==> src/hw/nand_params.svh <==
`ifndef NAND_PARAMS_SVH
`define NAND_PARAMS_SVH

// flash bus and page geometry
`define NAND_DQ_W        8
`define NAND_PAGE_BYTES  16
`define NAND_PAGE_AW     4
`define NAND_ROW_W       17
`define NAND_COL_W       12
`define NAND_COL_CYCLES  2
`define NAND_ROW_CYCLES  3

// strobe timing in clk cycles
`define NAND_T_WLWH      4
`define NAND_T_RLQV      4
`define NAND_T_WB        4   // confirm cmd to first look at rb_n

`define APB_AW           8
`define APB_DW           32

`endif

==> src/hw/nand_pkg.sv <==
package nand_pkg;

	// software visible operation codes
	typedef enum logic [2:0] {
		op_reset        = 3'd0,
		op_read_status  = 3'd1,
		op_read_id      = 3'd2,
		op_read_page    = 3'd3,
		op_program_page = 3'd4,
		op_erase_block  = 3'd5
	} nand_op_e;

	// command bytes on the flash bus
	typedef enum logic [7:0] {
		oc_read1  = 8'h00,
		oc_prog2  = 8'h10,
		oc_read2  = 8'h30,
		oc_erase1 = 8'h60,
		oc_status = 8'h70,
		oc_prog1  = 8'h80,
		oc_id     = 8'h90,
		oc_erase2 = 8'hD0,
		oc_reset  = 8'hFF
	} nand_opcode_e;

	typedef enum logic [3:0] {
		s_idle, s_cmd1, s_addr, s_wdata, s_cmd2, s_wait, s_stat, s_rdata, s_done
	} seq_state_e;

	typedef enum logic [2:0] {
		ph_cmd, ph_addr, ph_wdata, ph_rdata, ph_wait_rdy
	} phy_op_e;

	typedef enum logic [2:0] {
		ps_idle, ps_setup, ps_pulse, ps_wait, ps_ack
	} phy_state_e;

endpackage

==> src/hw/nand_cmd_if.sv <==
`timescale 1ns/1ps
`include "nand_params.svh"

// operation request from register block, results back from sequencer
interface nand_cmd_if;
	logic start;   // single cycle
	nand_pkg::nand_op_e op;
	logic [`NAND_ROW_W-1:0] row;
	logic [`NAND_COL_W-1:0] col;
	logic busy;
	logic done;    // single cycle, busy already low
	logic [`NAND_DQ_W-1:0] status;
	logic [3:0][`NAND_DQ_W-1:0] id;   // id[0] is the first byte read

	modport regs (output start, op, row, col, input busy, done, status, id);
	modport seq (input start, op, row, col, output busy, done, status, id);
endinterface

==> src/hw/nand_phy_if.sv <==
`timescale 1ns/1ps
`include "nand_params.svh"

// one flash bus cycle per req/ack handshake
interface nand_phy_if;
	logic req;     // held until ack
	nand_pkg::phy_op_e kind;
	logic [`NAND_DQ_W-1:0] wdata;
	logic ack;
	logic [`NAND_DQ_W-1:0] rdata;   // valid with ack of a ph_rdata cycle

	modport seq (output req, kind, wdata, input ack, rdata);
	modport phy (input req, kind, wdata, output ack, rdata);
endinterface

==> src/hw/nand_apb_regs.sv <==
`timescale 1ns/1ps
`include "nand_params.svh"

module nand_apb_regs (
	input  logic clk,
	input  logic rst,
	input  logic psel_i,
	input  logic penable_i,
	input  logic pwrite_i,
	input  logic [`APB_AW-1:0] paddr_i,
	input  logic [`APB_DW-1:0] pwdata_i,
	output logic [`APB_DW-1:0] prdata_o,
	output logic pready_o,
	output logic pslverr_o,
	nand_cmd_if.regs cmd,
	output logic [`NAND_PAGE_AW-1:0] buf_addr_o,
	output logic buf_we_o,
	output logic [`NAND_DQ_W-1:0] buf_wdata_o,
	input  logic [`NAND_DQ_W-1:0] buf_rdata_i
);
	localparam logic [`APB_AW-1:0] A_CMD = 'h00;
	localparam logic [`APB_AW-1:0] A_ROW = 'h04;
	localparam logic [`APB_AW-1:0] A_COL = 'h08;
	localparam logic [`APB_AW-1:0] A_STATUS = 'h0C;
	localparam logic [`APB_AW-1:0] A_ID = 'h10;
	localparam int BUF_LSB = `NAND_PAGE_AW + 2;   // word index above this
	localparam int OP_W = $bits(nand_pkg::nand_op_e);

	logic access;
	logic buf_hit;
	logic reg_hit;
	logic op_ok;
	logic cmd_busy;
	logic err;
	logic wr_ok;
	logic wr_cmd;
	logic start_q;
	logic done_sticky;
	nand_pkg::nand_op_e op_q;
	logic [`NAND_ROW_W-1:0] row_q;
	logic [`NAND_COL_W-1:0] col_q;

	assign access = psel_i & penable_i;
	assign buf_hit = (paddr_i[`APB_AW-1:BUF_LSB] == 1) && (paddr_i[1:0] == 2'b00);
	assign reg_hit = paddr_i inside {A_CMD, A_ROW, A_COL, A_STATUS, A_ID};
	assign cmd_busy = cmd.busy | start_q;   // start pending counts as busy
	assign op_ok = (pwdata_i[`APB_DW-1:OP_W] == '0) &&
		(pwdata_i[OP_W-1:0] <= nand_pkg::op_erase_block);
	assign err = !(buf_hit || reg_hit) ||
		(pwrite_i && paddr_i == A_CMD && (cmd_busy || !op_ok));
	assign wr_ok = access & pwrite_i & ~err;
	assign wr_cmd = wr_ok && paddr_i == A_CMD;

	assign pready_o = 1'b1;
	assign pslverr_o = access & err;

	// page buffer window
	assign buf_addr_o = paddr_i[BUF_LSB-1:2];
	assign buf_we_o = wr_ok & buf_hit;
	assign buf_wdata_o = pwdata_i[`NAND_DQ_W-1:0];

	assign cmd.start = start_q;
	assign cmd.op = op_q;
	assign cmd.row = row_q;
	assign cmd.col = col_q;

	always_comb begin
		prdata_o = '0;
		if (buf_hit)
			prdata_o[`NAND_DQ_W-1:0] = buf_rdata_i;
		else begin
			case (paddr_i)
				A_CMD: prdata_o[1:0] = {done_sticky | cmd.done, cmd_busy};   // done as busy drops
				A_ROW: prdata_o[`NAND_ROW_W-1:0] = row_q;
				A_COL: prdata_o[`NAND_COL_W-1:0] = col_q;
				A_STATUS: prdata_o[`NAND_DQ_W-1:0] = cmd.status;
				A_ID: prdata_o[4*`NAND_DQ_W-1:0] = cmd.id;
				default: ;
			endcase
		end
	end

	always_ff @(posedge clk or posedge rst) begin
		if (rst) begin
			start_q <= 1'b0;
			done_sticky <= 1'b0;
			op_q <= nand_pkg::op_reset;
			row_q <= '0;
			col_q <= '0;
		end else begin
			start_q <= wr_cmd;   // one cycle after the access phase
			if (wr_cmd)
				op_q <= nand_pkg::nand_op_e'(pwdata_i[OP_W-1:0]);
			if (wr_ok && paddr_i == A_ROW)
				row_q <= pwdata_i[`NAND_ROW_W-1:0];
			if (wr_ok && paddr_i == A_COL)
				col_q <= pwdata_i[`NAND_COL_W-1:0];
			if (start_q)
				done_sticky <= 1'b0;
			else if (cmd.done)
				done_sticky <= 1'b1;
		end
	end

	a_start_idle: assert property (@(posedge clk) disable iff (rst)
		cmd.start |-> !cmd.busy);

endmodule

==> src/hw/nand_page_buf.sv <==
`timescale 1ns/1ps
`include "nand_params.svh"

module nand_page_buf (
	input  logic clk,
	input  logic [`NAND_PAGE_AW-1:0] apb_addr_i,
	input  logic apb_we_i,
	input  logic [`NAND_DQ_W-1:0] apb_wdata_i,
	output logic [`NAND_DQ_W-1:0] apb_rdata_o,
	input  logic [`NAND_PAGE_AW-1:0] seq_addr_i,
	input  logic seq_we_i,
	input  logic [`NAND_DQ_W-1:0] seq_wdata_i,
	output logic [`NAND_DQ_W-1:0] seq_rdata_o
);
	logic [`NAND_DQ_W-1:0] mem [`NAND_PAGE_BYTES];

	always_ff @(posedge clk) begin
		if (apb_we_i)
			mem[apb_addr_i] <= apb_wdata_i;
		// sequencer wins on a same-address collision
		if (seq_we_i)
			mem[seq_addr_i] <= seq_wdata_i;
	end

	assign apb_rdata_o = mem[apb_addr_i];   // async read
	assign seq_rdata_o = mem[seq_addr_i];

endmodule

==> src/hw/nand_seq.sv <==
`timescale 1ns/1ps
`include "nand_params.svh"

module nand_seq (
	input  logic clk,
	input  logic rst,
	nand_cmd_if.seq cmd,
	nand_phy_if.seq phy,
	output logic ce_n_o,
	output logic [`NAND_PAGE_AW-1:0] buf_addr_o,
	output logic buf_we_o,
	output logic [`NAND_DQ_W-1:0] buf_wdata_o,
	input  logic [`NAND_DQ_W-1:0] buf_rdata_i
);
	localparam int AW = `NAND_PAGE_AW;
	localparam int COL_BITS = `NAND_COL_CYCLES * `NAND_DQ_W;
	localparam int ROW_BITS = `NAND_ROW_CYCLES * `NAND_DQ_W;

	nand_pkg::seq_state_e state;
	nand_pkg::nand_op_e op_q;
	logic [`NAND_ROW_W-1:0] row_q;
	logic [`NAND_COL_W-1:0] col_q;
	logic [AW-1:0] cnt;       // address and data bytes
	logic [AW-1:0] cnt_last;
	logic [AW-1:0] addr_idx;
	logic [ROW_BITS+COL_BITS-1:0] addr_vec;
	logic [`NAND_DQ_W-1:0] status_q;
	logic [3:0][`NAND_DQ_W-1:0] id_q;

	// column bytes first, each field low byte first
	assign addr_vec = {ROW_BITS'(row_q), COL_BITS'(col_q)};
	assign addr_idx = (op_q == nand_pkg::op_erase_block) ? cnt + AW'(`NAND_COL_CYCLES) : cnt;

	always_comb begin
		cnt_last = '0;
		case (state)
			nand_pkg::s_addr: begin
				if (op_q == nand_pkg::op_erase_block)
					cnt_last = AW'(`NAND_ROW_CYCLES - 1);
				else if (op_q != nand_pkg::op_read_id)
					cnt_last = AW'(`NAND_COL_CYCLES + `NAND_ROW_CYCLES - 1);
			end
			nand_pkg::s_wdata: cnt_last = AW'(`NAND_PAGE_BYTES - 1);
			nand_pkg::s_rdata: begin
				if (op_q == nand_pkg::op_read_page)
					cnt_last = AW'(`NAND_PAGE_BYTES - 1);
				else if (op_q == nand_pkg::op_read_id)
					cnt_last = AW'(3);
			end
			default: ;
		endcase
	end

	// bus cycle request follows the state directly
	always_comb begin
		phy.req = 1'b1;
		phy.kind = nand_pkg::ph_cmd;
		phy.wdata = '0;
		case (state)
			nand_pkg::s_cmd1: begin
				case (op_q)
					nand_pkg::op_reset: phy.wdata = nand_pkg::oc_reset;
					nand_pkg::op_read_status: phy.wdata = nand_pkg::oc_status;
					nand_pkg::op_read_id: phy.wdata = nand_pkg::oc_id;
					nand_pkg::op_program_page: phy.wdata = nand_pkg::oc_prog1;
					nand_pkg::op_erase_block: phy.wdata = nand_pkg::oc_erase1;
					default: phy.wdata = nand_pkg::oc_read1;
				endcase
			end
			nand_pkg::s_addr: begin
				phy.kind = nand_pkg::ph_addr;
				if (op_q != nand_pkg::op_read_id)   // id takes address 00
					phy.wdata = addr_vec[addr_idx*`NAND_DQ_W +: `NAND_DQ_W];
			end
			nand_pkg::s_wdata: begin
				phy.kind = nand_pkg::ph_wdata;
				phy.wdata = buf_rdata_i;
			end
			nand_pkg::s_cmd2: begin
				if (op_q == nand_pkg::op_read_page)
					phy.wdata = nand_pkg::oc_read2;
				else if (op_q == nand_pkg::op_program_page)
					phy.wdata = nand_pkg::oc_prog2;
				else
					phy.wdata = nand_pkg::oc_erase2;
			end
			nand_pkg::s_wait: phy.kind = nand_pkg::ph_wait_rdy;
			nand_pkg::s_stat: phy.wdata = nand_pkg::oc_status;   // status readback
			nand_pkg::s_rdata: phy.kind = nand_pkg::ph_rdata;
			default: phy.req = 1'b0;
		endcase
	end

	assign buf_addr_o = cnt;
	assign buf_we_o = (state == nand_pkg::s_rdata) && phy.ack && (op_q == nand_pkg::op_read_page);
	assign buf_wdata_o = phy.rdata;

	assign cmd.busy = (state != nand_pkg::s_idle) && (state != nand_pkg::s_done);
	assign cmd.done = (state == nand_pkg::s_done);
	assign cmd.status = status_q;
	assign cmd.id = id_q;

	always_ff @(posedge clk or posedge rst) begin
		if (rst) begin
			state <= nand_pkg::s_idle;
			op_q <= nand_pkg::op_reset;
			cnt <= '0;
			ce_n_o <= 1'b1;
			status_q <= '0;
			id_q <= '0;
		end else begin
			case (state)
				nand_pkg::s_idle: if (cmd.start) begin
					op_q <= cmd.op;
					cnt <= '0;
					ce_n_o <= 1'b0;
					state <= nand_pkg::s_cmd1;
				end
				nand_pkg::s_cmd1: if (phy.ack) begin
					if (op_q == nand_pkg::op_reset)
						state <= nand_pkg::s_wait;
					else if (op_q == nand_pkg::op_read_status)
						state <= nand_pkg::s_rdata;
					else
						state <= nand_pkg::s_addr;
				end
				nand_pkg::s_addr: if (phy.ack) begin
					cnt <= (cnt == cnt_last) ? '0 : cnt + 1'b1;
					if (cnt == cnt_last) begin
						if (op_q == nand_pkg::op_read_id)
							state <= nand_pkg::s_rdata;
						else if (op_q == nand_pkg::op_program_page)
							state <= nand_pkg::s_wdata;
						else
							state <= nand_pkg::s_cmd2;
					end
				end
				nand_pkg::s_wdata: if (phy.ack) begin
					cnt <= (cnt == cnt_last) ? '0 : cnt + 1'b1;
					if (cnt == cnt_last)
						state <= nand_pkg::s_cmd2;
				end
				nand_pkg::s_cmd2: if (phy.ack)
					state <= nand_pkg::s_wait;
				nand_pkg::s_wait: if (phy.ack) begin
					if (op_q == nand_pkg::op_read_page)
						state <= nand_pkg::s_rdata;
					else if (op_q == nand_pkg::op_reset)
						state <= nand_pkg::s_done;
					else
						state <= nand_pkg::s_stat;   // program and erase
				end
				nand_pkg::s_stat: if (phy.ack)
					state <= nand_pkg::s_rdata;
				nand_pkg::s_rdata: if (phy.ack) begin
					if (op_q == nand_pkg::op_read_id)
						id_q[cnt[1:0]] <= phy.rdata;
					else if (op_q != nand_pkg::op_read_page)
						status_q <= phy.rdata;
					cnt <= (cnt == cnt_last) ? '0 : cnt + 1'b1;
					if (cnt == cnt_last)
						state <= nand_pkg::s_done;
				end
				nand_pkg::s_done: begin
					ce_n_o <= 1'b1;
					state <= nand_pkg::s_idle;
				end
				default: state <= nand_pkg::s_idle;
			endcase
		end
	end

	// address fields captured with the request
	always_ff @(posedge clk) begin
		if (state == nand_pkg::s_idle && cmd.start) begin
			row_q <= cmd.row;
			col_q <= cmd.col;
		end
	end

	a_req_held: assert property (@(posedge clk) disable iff (rst)
		phy.req && !phy.ack |=> phy.req && $stable(phy.kind) && $stable(phy.wdata));

endmodule

==> src/hw/nand_phy.sv <==
`timescale 1ns/1ps
`include "nand_params.svh"

module nand_phy (
	input  logic clk,
	input  logic rst,
	nand_phy_if.phy phy,
	output logic cle_o,
	output logic ale_o,
	output logic we_n_o,
	output logic re_n_o,
	output logic [`NAND_DQ_W-1:0] dq_o,
	output logic dq_oe_o,
	input  logic [`NAND_DQ_W-1:0] dq_i,
	input  logic rb_n_i
);
	localparam int CNT_W = 4;

	nand_pkg::phy_state_e state;
	logic [CNT_W-1:0] cnt;
	logic is_read;
	logic [`NAND_DQ_W-1:0] rdata_q;

	assign is_read = (phy.kind == nand_pkg::ph_rdata);
	assign phy.ack = (state == nand_pkg::ps_ack);
	assign phy.rdata = rdata_q;

	always_ff @(posedge clk or posedge rst) begin
		if (rst) begin
			state <= nand_pkg::ps_idle;
			cnt <= '0;
			cle_o <= 1'b0;
			ale_o <= 1'b0;
			we_n_o <= 1'b1;
			re_n_o <= 1'b1;
			dq_oe_o <= 1'b0;
		end else begin
			case (state)
				nand_pkg::ps_idle: if (phy.req) begin
					if (phy.kind == nand_pkg::ph_wait_rdy) begin
						cnt <= CNT_W'(`NAND_T_WB - 1);
						state <= nand_pkg::ps_wait;
					end else begin
						// latches and bus direction settle one cycle before the strobe
						cle_o <= (phy.kind == nand_pkg::ph_cmd);
						ale_o <= (phy.kind == nand_pkg::ph_addr);
						dq_oe_o <= !is_read;
						state <= nand_pkg::ps_setup;
					end
				end
				nand_pkg::ps_setup: begin
					if (is_read) begin
						re_n_o <= 1'b0;
						cnt <= CNT_W'(`NAND_T_RLQV - 1);
					end else begin
						we_n_o <= 1'b0;
						cnt <= CNT_W'(`NAND_T_WLWH - 1);
					end
					state <= nand_pkg::ps_pulse;
				end
				nand_pkg::ps_pulse: begin
					if (cnt != 0)
						cnt <= cnt - 1'b1;
					else begin
						we_n_o <= 1'b1;
						re_n_o <= 1'b1;
						state <= nand_pkg::ps_ack;
					end
				end
				nand_pkg::ps_wait: begin
					if (cnt != 0)
						cnt <= cnt - 1'b1;
					else if (rb_n_i)   // device ready again
						state <= nand_pkg::ps_ack;
				end
				nand_pkg::ps_ack: begin
					cle_o <= 1'b0;   // data hold through the ack cycle
					ale_o <= 1'b0;
					dq_oe_o <= 1'b0;
					state <= nand_pkg::ps_idle;
				end
				default: state <= nand_pkg::ps_idle;
			endcase
		end
	end

	always_ff @(posedge clk) begin
		if (state == nand_pkg::ps_idle && phy.req)
			dq_o <= phy.wdata;
		if (state == nand_pkg::ps_pulse && cnt == 0 && !re_n_o)
			rdata_q <= dq_i;   // sample at end of re_n low
	end

	a_strobe_excl: assert property (@(posedge clk) disable iff (rst)
		!(!we_n_o && !re_n_o));
	a_bus_dir: assert property (@(posedge clk) disable iff (rst)
		!(dq_oe_o && !re_n_o));

endmodule

==> src/hw/nand_ctrl_top.sv <==
`timescale 1ns/1ps
`include "nand_params.svh"

module nand_ctrl_top (
	input  logic clk,
	input  logic rst,
	input  logic psel_i,
	input  logic penable_i,
	input  logic pwrite_i,
	input  logic [`APB_AW-1:0] paddr_i,
	input  logic [`APB_DW-1:0] pwdata_i,
	output logic [`APB_DW-1:0] prdata_o,
	output logic pready_o,
	output logic pslverr_o,
	output logic ce_n_o,
	output logic cle_o,
	output logic ale_o,
	output logic we_n_o,
	output logic re_n_o,
	output logic [`NAND_DQ_W-1:0] dq_o,
	output logic dq_oe_o,
	input  logic rb_n_i,
	input  logic [`NAND_DQ_W-1:0] dq_i
);
	nand_cmd_if cmd_if0 ();
	nand_phy_if phy_if0 ();

	logic [`NAND_PAGE_AW-1:0] apb_buf_addr;
	logic apb_buf_we;
	logic [`NAND_DQ_W-1:0] apb_buf_wdata;
	logic [`NAND_DQ_W-1:0] apb_buf_rdata;
	logic [`NAND_PAGE_AW-1:0] seq_buf_addr;
	logic seq_buf_we;
	logic [`NAND_DQ_W-1:0] seq_buf_wdata;
	logic [`NAND_DQ_W-1:0] seq_buf_rdata;

	nand_apb_regs regs0 (
		.clk(clk),
		.rst(rst),
		.psel_i(psel_i),
		.penable_i(penable_i),
		.pwrite_i(pwrite_i),
		.paddr_i(paddr_i),
		.pwdata_i(pwdata_i),
		.prdata_o(prdata_o),
		.pready_o(pready_o),
		.pslverr_o(pslverr_o),
		.cmd(cmd_if0.regs),
		.buf_addr_o(apb_buf_addr),
		.buf_we_o(apb_buf_we),
		.buf_wdata_o(apb_buf_wdata),
		.buf_rdata_i(apb_buf_rdata)
	);

	nand_page_buf buf0 (
		.clk(clk),
		.apb_addr_i(apb_buf_addr),
		.apb_we_i(apb_buf_we),
		.apb_wdata_i(apb_buf_wdata),
		.apb_rdata_o(apb_buf_rdata),
		.seq_addr_i(seq_buf_addr),
		.seq_we_i(seq_buf_we),
		.seq_wdata_i(seq_buf_wdata),
		.seq_rdata_o(seq_buf_rdata)
	);

	nand_seq seq0 (
		.clk(clk),
		.rst(rst),
		.cmd(cmd_if0.seq),
		.phy(phy_if0.seq),
		.ce_n_o(ce_n_o),
		.buf_addr_o(seq_buf_addr),
		.buf_we_o(seq_buf_we),
		.buf_wdata_o(seq_buf_wdata),
		.buf_rdata_i(seq_buf_rdata)
	);

	nand_phy phy0 (
		.clk(clk),
		.rst(rst),
		.phy(phy_if0.phy),
		.cle_o(cle_o),
		.ale_o(ale_o),
		.we_n_o(we_n_o),
		.re_n_o(re_n_o),
		.dq_o(dq_o),
		.dq_oe_o(dq_oe_o),
		.dq_i(dq_i),
		.rb_n_i(rb_n_i)
	);

endmodule

==> config.mk <==
export PLATFORM = sky130hd
export DESIGN_NAME = nand_ctrl_top
export DESIGN_NICKNAME = d
export VERILOG_FILES = /design/src/hw/nand_pkg.sv /design/src/hw/nand_cmd_if.sv /design/src/hw/nand_phy_if.sv /design/src/hw/nand_apb_regs.sv /design/src/hw/nand_page_buf.sv /design/src/hw/nand_seq.sv /design/src/hw/nand_phy.sv /design/src/hw/nand_ctrl_top.sv
export VERILOG_INCLUDE_DIRS = /design/src /design/src/hw
export SDC_FILE = /design/constraint.sdc
export NUM_CORES = 1
export LEC_CHECK = 0
export BUFFER_PORTS_ARGS = -buffer_cell sky130_fd_sc_hd__buf_4
export CAP_MARGIN = 10
export CORE_MARGIN = 2
export CORE_UTILIZATION = 43
export CTS_CLUSTER_DIAMETER = 60
export CTS_CLUSTER_SIZE = 14
export DETAILED_ROUTE_END_ITERATION = 7
export HOLD_SLACK_MARGIN = 0.05
export PLACE_DENSITY = 0.7
export SLEW_MARGIN = 5
export SYNTH_ARGS = -nofsm -noshare
export SYNTH_HDL_FRONTEND = slang
export SYNTH_SLANG_ARGS = --single-unit
export TNS_END_PERCENT = 20
==> constraint.sdc <==
create_clock -name clk -period 8.45 [get_ports clk]
set_clock_uncertainty 0.05 [all_clocks]
set_input_delay 0.845 -clock clk [delete_from_list [all_inputs] [get_ports clk]]
set_output_delay 0.845 -clock clk [all_outputs]
set_load 0.02 [all_outputs]
# Yosys cells after proc, flatten, opt, wreduce, memory -nomap -nowiden
# Memory sizes are Yosys's and may differ from the RTL's.
# Cells that the tools add are included.
[op_classes] addsub=3 order_cmp=3 n_eq_ne=50 n_shift=1 n_mux=77 bitwise=9 reduce_logical=53
[ops] op="$mux W4" count=24
[ops] op="$pmux W8 S5" count=2
[ops] op="$mux W8" count=5
[ops] op="$shiftx A40 B8 Y8" count=1
[ops] op="$pmux W4 S3" count=3
[ops] op="$bwmux W32" count=1
[ops] op="$pmux W4 S8" count=1
[ops] op="$logic_not A29 Y1" count=1
[ops] op="$ne A2 B1 Y1 const B" count=14
[ops] op="$mux W24" count=1
[ops] op="$pmux W3 S4" count=2
[ops] op="$pmux W6 S4" count=1
[ops] op="$mux W3" count=7
[ops] op="$mux W1" count=17
[ops] op="$demux W8 S2" count=1
[ops] op="$eq A4 B3 Y1 const B" count=4
[ops] op="$eq A8 B4 Y1 const B" count=2
[ops] op="$eq A3 B2 Y1 const B" count=5
[ops] op="$logic_and A1 B1 Y1" count=15
[ops] op="$mux W15" count=1
[ops] op="$reduce_and A3 Y1" count=5
[ops] op="$ne A2 B2 Y1 const B" count=7
[ops] op="$eq A3 B3 Y1 const B" count=4
[ops] op="$pmux W1 S2" count=6
[ops] op="other kinds (39)" count=66
[word_totals] reg_bits=143 ram_bits=128 input_bits=54 elab_cells=222 n_memories=1
[memory_table] name="buf0.mem" depth=16 word_bits=8 read_ports=2 rd_clocked_by_memory_dff=0 wr=2 line_no="nand_page_buf.sv:15" text="logic [`NAND_DQ_W-1:0] mem [`NAND_PAGE_BYTES];"

# Longest topological paths before layout
# Gate-level depths: netlist of run 1.
[logic_depth] word_depth=11 depth_mapped=9 depth_no_buf=6

# Modules after synthesis
# Synthesis of run 1 repeated with hierarchy kept, for this count alone.
[hier_totals] cells_unflattened=1079 area_unflattened_um2=14935.6
[by_module_without_submodules] mod="nand_page_buf" instances=1 cells_per_inst=471 area_each_um2=7624.8 seq_area_each_um2=3843.7
[by_module_without_submodules] mod="nand_seq" instances=1 cells_per_inst=329 area_each_um2=3988.8 seq_area_each_um2=2173.3
[by_module_without_submodules] mod="nand_apb_regs" instances=1 cells_per_inst=189 area_each_um2=2138.3 seq_area_each_um2=850.8
[by_module_without_submodules] mod="nand_phy" instances=1 cells_per_inst=90 area_each_um2=1183.6 seq_area_each_um2=783.3

# Worst setup path before layout of run 1
# OpenSTA, ideal clock, no wires.
[synth_path] path_type="register -> register" start="reg seq0.state[2]" end="reg seq0.cnt[2] (netlist: seq0.buf_addr_o[2])" t_arrival_ns=3.805 t_required_ns=8.274 path_slack_ns=4.469 path_stages_with_launch=8 n_path_buf=2 cell_sequence="dfrtp_1 > buf_2 > buf_2 > nor2_1 > nand2_1 > nor3_1 > nor2_1 > a221o_1"
[synth_via] elab_chain_len=6 elab_cells_between_ends=14 cone_classes="eq/ne: 6; mux: 4; reduce/logical: 4"
[synth_lines] element="start, declared" line_no="nand_seq.sv:19" text="nand_pkg::seq_state_e state;"
[synth_lines] element="start signal, assigned" line_no="nand_seq.sv:105" text="state <= nand_pkg::s_idle;"
[synth_lines] element="start signal, assigned" line_no="nand_seq.sv:117" text="state <= nand_pkg::s_cmd1;"
[synth_lines] element="start signal, assigned" line_no="nand_seq.sv:121" text="state <= nand_pkg::s_wait;"
[synth_lines] element="$eq A4 B3 Y1 / $eq A4 B2 Y1 (equally long branches)" line_no="nand_seq.sv:36, nand_seq.sv:112"
[synth_lines] element="$pmux W4 S3" line_no="nand_seq.sv:36" text="case (state)"
[synth_lines] element="$eq A4 B4 Y1" line_no="nand_seq.sv:128, nand_seq.sv:139, nand_seq.sv:160"
[synth_lines] element="$mux W4" line_no="nand_seq.sv:128, nand_seq.sv:139, nand_seq.sv:160"
[synth_lines] element="$mux W4" line_no="nand_seq.sv:127, nand_seq.sv:138, nand_seq.sv:155"
[synth_lines] element="$pmux W4 S2" line_no="nand_seq.sv:112" text="case (state)"
[synth_lines] element="end signal, assigned" line_no="nand_seq.sv:128" text="cnt <= (cnt == cnt_last) ? '0 : cnt + 1'b1;"
[synth_lines] element="end signal, assigned" line_no="nand_seq.sv:139" text="cnt <= (cnt == cnt_last) ? '0 : cnt + 1'b1;"
[synth_lines] element="end signal, assigned" line_no="nand_seq.sv:160" text="cnt <= (cnt == cnt_last) ? '0 : cnt + 1'b1;"
[synth_lines] element="end, declared" line_no="nand_seq.sv:23" text="logic [AW-1:0] cnt;"
# Parallel ways exist; a longest one is shown, timed or not. The select of a mux whose other input is x is not followed.
# A chain may end at the register's enable or synchronous reset.

# Final worst setup path of run 1
[layout_path] start="in paddr_i[2]" end="out prdata_o[0]"
[layout_via] elab_chain_len=3 elab_cells_between_ends=8 cone_classes="eq/ne: 4; mux: 2; reduce/logical: 1; memory: 1"
[layout_lines] element="start, declared" line_no="nand_ctrl_top.sv:10" text="input logic [`APB_AW-1:0] paddr_i,"
[layout_lines] element="$eq A8 B5 Y1 (tied with other cells)" line_no="nand_apb_regs.sv:72" text="case (paddr_i)"
[layout_lines] element="$pmux W2 S5" line_no="nand_apb_regs.sv:72"
[layout_lines] element="$mux W8 (*)" line_no="nand_apb_regs.sv:69" text="if (buf_hit)"
[layout_lines] element="end, declared" line_no="nand_ctrl_top.sv:12" text="output logic [`APB_DW-1:0] prdata_o,"
# Mark *: on every way between the ends. The rest lies on a longest branch, timed or not.

==> summary by stage, run 1 <==
Clocking
TritonCTS built the clock tree. Clock-pin slew was measured on the worst setup and hold paths at roughly 0.07 ns. Once the clock tree was built, the setup fixing pass inserted 0 buffers. The number of sinks on the clock net is 271.

The clock latency at the later pin of the worst-skew pair is ~0.55 ns. In this run the number of H-tree levels came out at 1. The number of buffers created by CTS is 24. Hold repair after CTS inserted 0 buffers.

The number of gates given a new drive strength after cts is 0. The root cell of the clock tree is sky130_fd_sc_hd__clkbuf_16. The number of buffers on the longest clock path is 3.

Setup path
The endpoint identified for the worst register-to-register timing path is buf0.mem[15][4]$_DFFE_PP_. For flop-to-flop paths, the worst setup slack is ~4.5 ns. Along the worst path, the maximum fanout reaches 40. The startpoint identified for the worst register-to-register timing path is seq0.state[1]$_DFFE_PP0P_. The critical path is of the in2out type. For the worst flop-to-flop path, the logic depth is 4. The worst endpoint data arrival time is roughly 3.2 ns. The worst setup path is captured at an output pin. At the worst endpoint, the required time is 7.56 ns. The startpoint type of the worst setup path is an input port.

Place
During placement, the flow inserted port buffers numbering 100. The weighted congestion at the end of routability-driven global placement is roughly 0.9. Detailed placement finished with a half-perimeter wire length of approximately 27000 µm.

Finish
The layout net count is between 1000 and 1500. From synthesis to final layout, the design area changed by 12.12%. The share of post-route cells with drive strength above 1 is a little over two fifths. After filler insertion, the fill cell instance count of the layout stands at approximately 2900.

The number of inserted diodes is 0.

Power and ir drop
In this run the power density over the cells is 163.5 nW/µm². The combinational cell fraction of total power is 7.0%. The worst IR drop on VDD is 0.1392 mV. The leakage power is about 6 nW.

The switching share of power is a little under a quarter. The design draws 2.681 mW. The internal power is 2.072 mW. In this run the power spent charging and discharging nets is 0.6090 mW.

The sequential share of power is 53.7%. Of the total power, the clock network draws between 30 and 40%.

Logic synthesis
The portion of synthesized area spent on multiplexers is around 30%. The count of cell types in the netlist is 76. In the synthesized netlist, the number of instances is 1023. Dividing the synthesized area by the synthesized cell count gives 14.29 µm². The complex-gate fraction of the synthesized area is between 5 and 6%.

The proportion of register bits with asynchronous set or reset after synthesis is between 30% and 40%. The xor/xnor share of the synthesized area is less than 1%. The number of register bits inferred by synthesis is approximately 270.

The netlist area before placement is between 10000 and 15000 µm². The arithmetic-cell share of the synthesized area counting full adders, half adders and majority gates is 0.5991%. The share of synthesized cell area in and, or, nand and nor gates is a little under 9%. The number of enable-type register cells in the synthesized netlist is 173. In the synthesized netlist the dominant register cell turns out to be sky130_fd_sc_hd__edfxtp_1. The proportion of synthesized chip area in sequential cells is around 52%. The count of yosys warnings during synthesis is 0. By area, the combinational part of the netlist is dominated by multiplexers.

The synthesized netlist net count is roughly 1100.

Detailed routing
The total number of vias is about 9500. The number of vias per cell after detailed routing is 6.194. After the first detailed-routing iteration, the DRC count stood at between 1000 and 1500. The number of optimization iterations in the first detailed-route pass is 5. The routed design has between 30000 and 40000 µm of wire. The residual DRC count is 0.

In the final routed layout, each cell accounts on average for approximately 26 µm. The count of nets left with antenna violations once routing finished came out at 0.

GRT
The pin count of the biggest net entering global routing is between 50 and 60. The via count of the first global-routing pass is between 9000 and 10000. The first global-routing pass estimated between 60000 and 70000 µm of wire. The number of antenna violations at the first check in global routing was 1. The residual overflow from global routing is 0.

For this run, the total global-route usage over all layers was measured as between 20% and 30%.

Floorplan
The total area inside the core boundary comes to around 34000 µm². Pin placement for this block handled ~100 I/O pins. In this run the core area contains 67 standard-cell rows. The die is about 190 µm wide.

The area of the die is approximately 35000 µm². The die is about 190 µm tall. The initial core utilization is 43.60%.

STA
Headroom to the max-slew limit came out at 17.43%. The setup TNS is 0 ns. The final-report hold violation count is 0. The final max-slew violation count is 0. The worst-margin pin slew is around 1.2 ns.

The maximum frequency from static timing analysis is 242.9 MHz. The time the final worst path needs with I/O delays and setup is about 4.1 ns. Setup repair after global routing left no endpoint under its margin.

The setup violation total in the final timing report is 0. Dividing the final minimum period by the clock period gives just under 50%.

Min path
The type of the worst min-delay path is in2async.

Flow run
Across the run, the number of max-cap violations was 0.

Run status
The run finished with clean final reports.
==> kinds of logic after synthesis <==
family          count (synthesis)
compound gates                123
simple gates                  217
other cells                     1
xor+xnor                        2
flops                         271
buf+inv                       106
fa+ha+maj                       7
mux                           296
==> metrics by stage <==
step | hold slack (ns) | cells | instance area, µm² | util (%) | setup slack, ns
after floorplan | 0.3848 | 1023 | 14620 | - | 4.469
after global placement | 0.4018 | 1493 | 15670 | 46.72 | 4.333
after detailed placement | 0.4105 | 1493 | 15670 | 46.72 | 4.387
after CTS | 0.3510 | 1536 | 16390 | 48.88 | 4.381
after global routing | 0.3747 | 1536 | 16390 | 48.88 | 4.145
final | 0.3265 | 1536 | 16390 | 48.88 | 4.333
==> layout by cell type (no fill, tap or decap), types with 5 or more instances in the layout <==
master	n
sky130_fd_sc_hd__and2_1	17
sky130_fd_sc_hd__nand3_2	5
sky130_fd_sc_hd__nor2b_1	6
sky130_fd_sc_hd__nand4_1	6
sky130_fd_sc_hd__mux2i_1	5
sky130_fd_sc_hd__ha_1	7
sky130_fd_sc_hd__clkbuf_1	12
sky130_fd_sc_hd__mux2_2	201
sky130_fd_sc_hd__clkbuf_16	25
sky130_fd_sc_hd__edfxtp_1	173
sky130_fd_sc_hd__a22o_1	7
sky130_fd_sc_hd__inv_1	13
sky130_fd_sc_hd__nor4_1	6
sky130_fd_sc_hd__nand2_1	56
sky130_fd_sc_hd__o21ai_0	20
sky130_fd_sc_hd__a31oi_1	5
sky130_fd_sc_hd__nor2_1	26
sky130_fd_sc_hd__a21oi_1	18
sky130_fd_sc_hd__buf_4	114
sky130_fd_sc_hd__mux4_2	86
sky130_fd_sc_hd__nand3_1	18
sky130_fd_sc_hd__a22oi_1	22
sky130_fd_sc_hd__nand2b_1	17
sky130_fd_sc_hd__nor2_4	6
sky130_fd_sc_hd__o22ai_1	10
sky130_fd_sc_hd__dfrtp_1	94
sky130_fd_sc_hd__nor3b_1	6
sky130_fd_sc_hd__nor3_1	10
sky130_fd_sc_hd__o21ai_1	6
==> metal layers <==
| metal | up-vias | GRT usage (%) | wire length, µm |
|---|---|---|---|
| li1 | 4093 | - | - |
| met1 | 4909 | 31.04 | 16020 |
| met2 | 449 | 37.75 | 19680 |
| met3 | 61 | 3.781 | 3164 |
| met4 | 2 | 6.010 | 1031 |
| met5 | - | 0 | 18 |
==> state kept, by name, summed over array words and instances (netlist names), 4 cells and up <==
signal	cells
regs0.cmd.row	17
buf0.mem	128
phy0.cnt	4
seq0.cmd.status	8
phy0.phy.rdata	8
regs0.cmd.col	12
phy0.dq_o	8
seq0.col_q	12
seq0.buf_addr_o	4
seq0.cmd.id	32
seq0.row_q	17
seq0.state	4
==> worst max-delay path: stages <==
cell and delay (ns):
sky130_fd_sc_hd__buf_4 0.34, sky130_fd_sc_hd__nor2_1 0.50, sky130_fd_sc_hd__nand2_1 0.20, sky130_fd_sc_hd__nor2_2 0.49
sky130_fd_sc_hd__buf_4 0.36, sky130_fd_sc_hd__a22oi_1 0.15, sky130_fd_sc_hd__nand2_1 0.15, sky130_fd_sc_hd__buf_4 0.16
==> power groups by stage <==
stage               Clock [mW]  Sequential, mW  Combinational, mW
global placement             0            1.47              0.185
global route              1.12            1.44              0.205
CTS                       1.07            1.44              0.190
finish                    1.05            1.44              0.189
floorplan                    0            1.46              0.126
detailed placement           0            1.47              0.189
==> final cells by class <==
cell class              count  area (µm²)  share of cell area [%]
multi-input cells         646        6544                   39.92
clock inverters             5       40.04                  0.2443
repair buffers            114       855.8                   5.221
clock buffers              38       684.4                   4.175
well taps                 448       560.5                   3.420
flip-flops and latches    271        7652                   46.68
inverters                  14       55.05                  0.3359
==> Yosys cell counts, types with 7 or more instances <==
cell type                  number  area, µm²
sky130_fd_sc_hd__a21oi_1       18      90.09
sky130_fd_sc_hd__a22o_1         7      61.31
sky130_fd_sc_hd__a22oi_1       22      165.2
sky130_fd_sc_hd__and2_1        17      106.4
sky130_fd_sc_hd__buf_1          9      33.78
sky130_fd_sc_hd__buf_2         18      90.09
sky130_fd_sc_hd__clkbuf_1      60      225.2
sky130_fd_sc_hd__dfrtp_1       95       2377
sky130_fd_sc_hd__edfxtp_1     173       5195
sky130_fd_sc_hd__ha_1           7      87.58
sky130_fd_sc_hd__inv_1         14      52.55
sky130_fd_sc_hd__mux2_2       201       2263
sky130_fd_sc_hd__mux4_2        86       1937
sky130_fd_sc_hd__nand2_1       56      210.2
sky130_fd_sc_hd__nand2b_1      17      106.4
sky130_fd_sc_hd__nand3_1       18      90.09
sky130_fd_sc_hd__nor2_1        27      101.4
sky130_fd_sc_hd__nor3_1        11      55.05
sky130_fd_sc_hd__nor3b_1        7      52.55
sky130_fd_sc_hd__o21ai_0       25      125.1
sky130_fd_sc_hd__o22ai_1       10      62.56
==> worst max-delay path by stage <==
stage / from / endpoint / slack [ns] / cells after the start
after floorplan: seq0.state[2]$_DFFE_PP0P_ / seq0.buf_addr_o[2]$_DFFE_PP0P_ / 4.47 / 7
after CTS: paddr_i[2] / prdata_o[0] / 4.38 / 8
after detailed placement: paddr_i[2] / prdata_o[0] / 4.39 / 8
final: paddr_i[2] / prdata_o[0] / 4.33 / 8
after global routing: paddr_i[2] / prdata_o[0] / 4.14 / 8
after global placement: paddr_i[2] / prdata_o[0] / 4.33 / 8
Power figures use the tool's default switching activity.
==> run 2, diff against run 1 <==
- clock period: 8.45 -> 4 ns (I/O delays scaled with it)
==> run 2 against run 1 <==
- power is 120% higher
- first-iteration DRC count is 21% lower
- combinational power is 120% higher
- final cell count is 2.7% higher
- clock-buffer cell count is 1 higher
- setup slack worse by 3.7 ns
- register-to-register slack worse by 3.5 ns
- worst hold slack worse by 0.30 ns
- via count is 2.3% higher
- critical path depth is 1 lower
- critical path type is now reg2out
==> summary by stage, run 2 (same netlist as run 1, synthesis figures left out) <==
Power and ir drop
The post-layout total power came to 5.844 mW (+120%). The power per unit of standard cell area is 347.7 nW/µm² (+110%). The leakage power is 6.218 nW (+3.8%). The worst IR drop on VDD is 0.2875 mV (+110%).

Detailed routing
The overall routed net length is 41110 µm (+3.0%). The total number of vias came to 9731 (+2.3%). The initial detailed-routing violation count was 852 (-21%).

The residual DRC count was 0 (unchanged). The post-detailed-route count of antenna-violating nets is 0 (unchanged). The routed length per placed instance is 26.05 µm (+0.25%). The number of optimization iterations in the first detailed-route pass is 5 (unchanged). The number of vias per cell after detailed routing is 6.167 (-0.44%).

Place
The placement-stage cell area came to 15850 µm² (+1.1%). The weighted congestion at the end of routability-driven global placement is 0.8668 (-4.0%). The port buffer count came to 100 (unchanged). The placed wire-length estimate is 27430 µm (+0.23%).

Finish
The final standard cell utilization of the core is 50.13% (+1.2 points). The layout net count came to 1172 (+3.5%). More flip-flops sit in one register than any other, and that register is buf0.mem.

The fill cell instance count of the final layout came to 2909 (-1.3%). The flip-flop count of the largest register, all copies and words added is 128 (unchanged). The storage element area is 7652 µm² (unchanged). In the layout the commonest cells are 201 x sky130_fd_sc_hd__mux2_2, 173 x sky130_fd_sc_hd__edfxtp_1, 136 x sky130_fd_sc_hd__buf_4. The total non-filler cell area in the finished layout was 16810 µm² (+2.5%). The share of post-route cells with drive strength above 1 is 44.42% (+0.95 points).

Leaving out fill and tap cells, the most frequent cell in the layout is sky130_fd_sc_hd__mux2_2. Relative to the synthesized area, the layout overhead comes to 14.98%. The number of inserted diodes is 0 (unchanged).

The area of the multi-input gates is 6544 µm² (unchanged).

Min path
The worst hold path belongs to the class in2async.

Setup path
The worst setup path is launched from a flip-flop. The register-to-register path setup slack came to 1.03 ns (-3.45 ns). The cell class contributing the biggest share of worst-path delay is simple AND/OR/NAND/NOR gates. For this design, the slowest cell found on the critical path is sky130_fd_sc_hd__mux4_2. The worst endpoint data arrival time was 2.95 ns (-0.27 ns). The critical-path maximum fanout is 15 (-63%). Tracing the worst setup path back leads to its startpoint at seq0.state[0]$_DFFE_PP0P_. The critical path goes through buf_4 > nor3_2 > nand2b_1 > mux4_2 > a22oi_1 > nand2_1 > buf_4.

The count of cells along the worst register-to-register path is 6 (+2). By startpoint and endpoint, the worst setup path is classified as reg2out. The number of buffer and inverter stages on the critical path is 2 (-1). The longest individual stage delay on the worst path is 0.52 ns (+0.02 ns). The worst path required time is 3.55 ns (-4.01 ns).

Among the stages of the critical path, the cell type that occurs most often is sky130_fd_sc_hd__buf_4. The worst register-to-register path begins at phy0.state[1]$_DFFE_PP0P_. The worst register-to-register path ends at buf0.mem[13][4]$_DFFE_PP_. The element type at the critical path end is an output pin.

The total number of cells along the worst setup path came to 7 (-1).

GRT
The residual overflow from global routing is 0 (unchanged). The via count of the first global-routing pass was 9645 (-0.19%). The number of antenna violations at the first check in global routing is 0 (-1). The overall fraction of global-route tracks in use is 23.21% (+0.53 points). The wire length of the first global-routing pass is 61640 µm (+1.8%).

The pin count of the biggest net entering global routing is 78 (+39%).

STA
The final period utilization is a little under nine tenths. Setup repair after global routing left no endpoint under its margin. The headroom to the max-slew limit is 21.95% (+4.5 points). The final max-slew violation count is 0 (unchanged). For this run, the top clock speed supported by timing is 293.9 MHz. The setup violation total in the final timing report is 0 (unchanged). The smallest clock period supported by the final layout is computed as 3.403 ns. The worst-margin pin slew is 1.163 ns (-0.07565 ns). The setup TNS is 0 ns (unchanged). The final-report hold violation count is 0 (unchanged).

Floorplan
The initial core utilization is 43.60% (unchanged). The cell row count came to 67 (unchanged). The top-level port count came to 102 (unchanged). The die extent in x came to 188.4 µm (unchanged). The area of the core is 33530 µm² (unchanged). The area of the die came to 35490 µm² (unchanged). The die outline height is 188.4 µm (unchanged).

Clocking
The H-tree depth was 1 (unchanged). CTS placed an instance of sky130_fd_sc_hd__clkbuf_16 at the clock tree root. The clock-pin slew reported for the worst setup and hold paths after clock tree synthesis is 0.07 ns (about the same). The number of buffers on the longest clock path is 3 (unchanged). The number of buffers created by CTS was 26 (+8.3%). The number of gates given a new drive strength after cts came to 0 (unchanged). The clock latency at the later pin of the worst-skew pair was 0.56 ns (about the same). The CTS tree is built. The number of buffers inserted for hold repair after clock tree synthesis came to 14 (+14). The post-CTS repair timing setup buffer count was 0 (unchanged).

The number of sinks on the clock net is 271 (unchanged).

Run status
The flow ran to the end, and the final reports show no timing, DRC or antenna violations.

Flow run
The max-cap check violation count came to 0 (unchanged).
-- run 2: cell count changes in the layout (fill, tap and decap cells not counted), sizes merged --
cell         change
buf             +24
dlygate4sd3     +14
inv              +3
clkbuf           +1
-- run 2: layout make-up --
type                    count  share of cell area [%]
clock inverters             8                  0.4466
flip-flops and latches    271                   45.52
clock buffers              39                   4.347
well taps                 448                   3.335
multi-input cells         646                   38.93
inverters                  14                  0.3275
repair buffers            152                   7.093
-- run 2: stage by stage --
step | hold WS (ns) | setup WS (ns) | std cells
finish | 0.03135 | 0.5969 | 1578
CTS | 0.05338 | 0.5960 | 1576
global route | 0.06418 | 0.4816 | 1578
detailed placement | 0.4083 | 0.9034 | 1515
global placement | 0.4049 | 0.9505 | 1515
floorplan | 0.3848 | 0.01854 | 1023
-- run 2: worst max path at each step --
stage                                          end  slack, ns
CTS                                    prdata_o[0]       0.60
detailed placement                     prdata_o[1]       0.90
global route                           prdata_o[0]       0.48
finish                                 prdata_o[0]       0.60
global placement                       prdata_o[1]       0.95
floorplan           seq0.buf_addr_o[2]$_DFFE_PP0P_       0.02
-- run 2: metal layers --
layer	up-vias	track usage, %	wire length [µm]
met5	-	0	0
met4	0	9.165	1711
met3	87	4.451	3107
met2	446	36.89	19540
met1	5025	31.65	16750
li1	4173	-	-
-- run 2: power by group --
group          total [mW]  switching, mW  internal (mW)
sequential           3.03         0.0239           3.01
combinational       0.415          0.220          0.195
clock                2.39           1.11           1.28
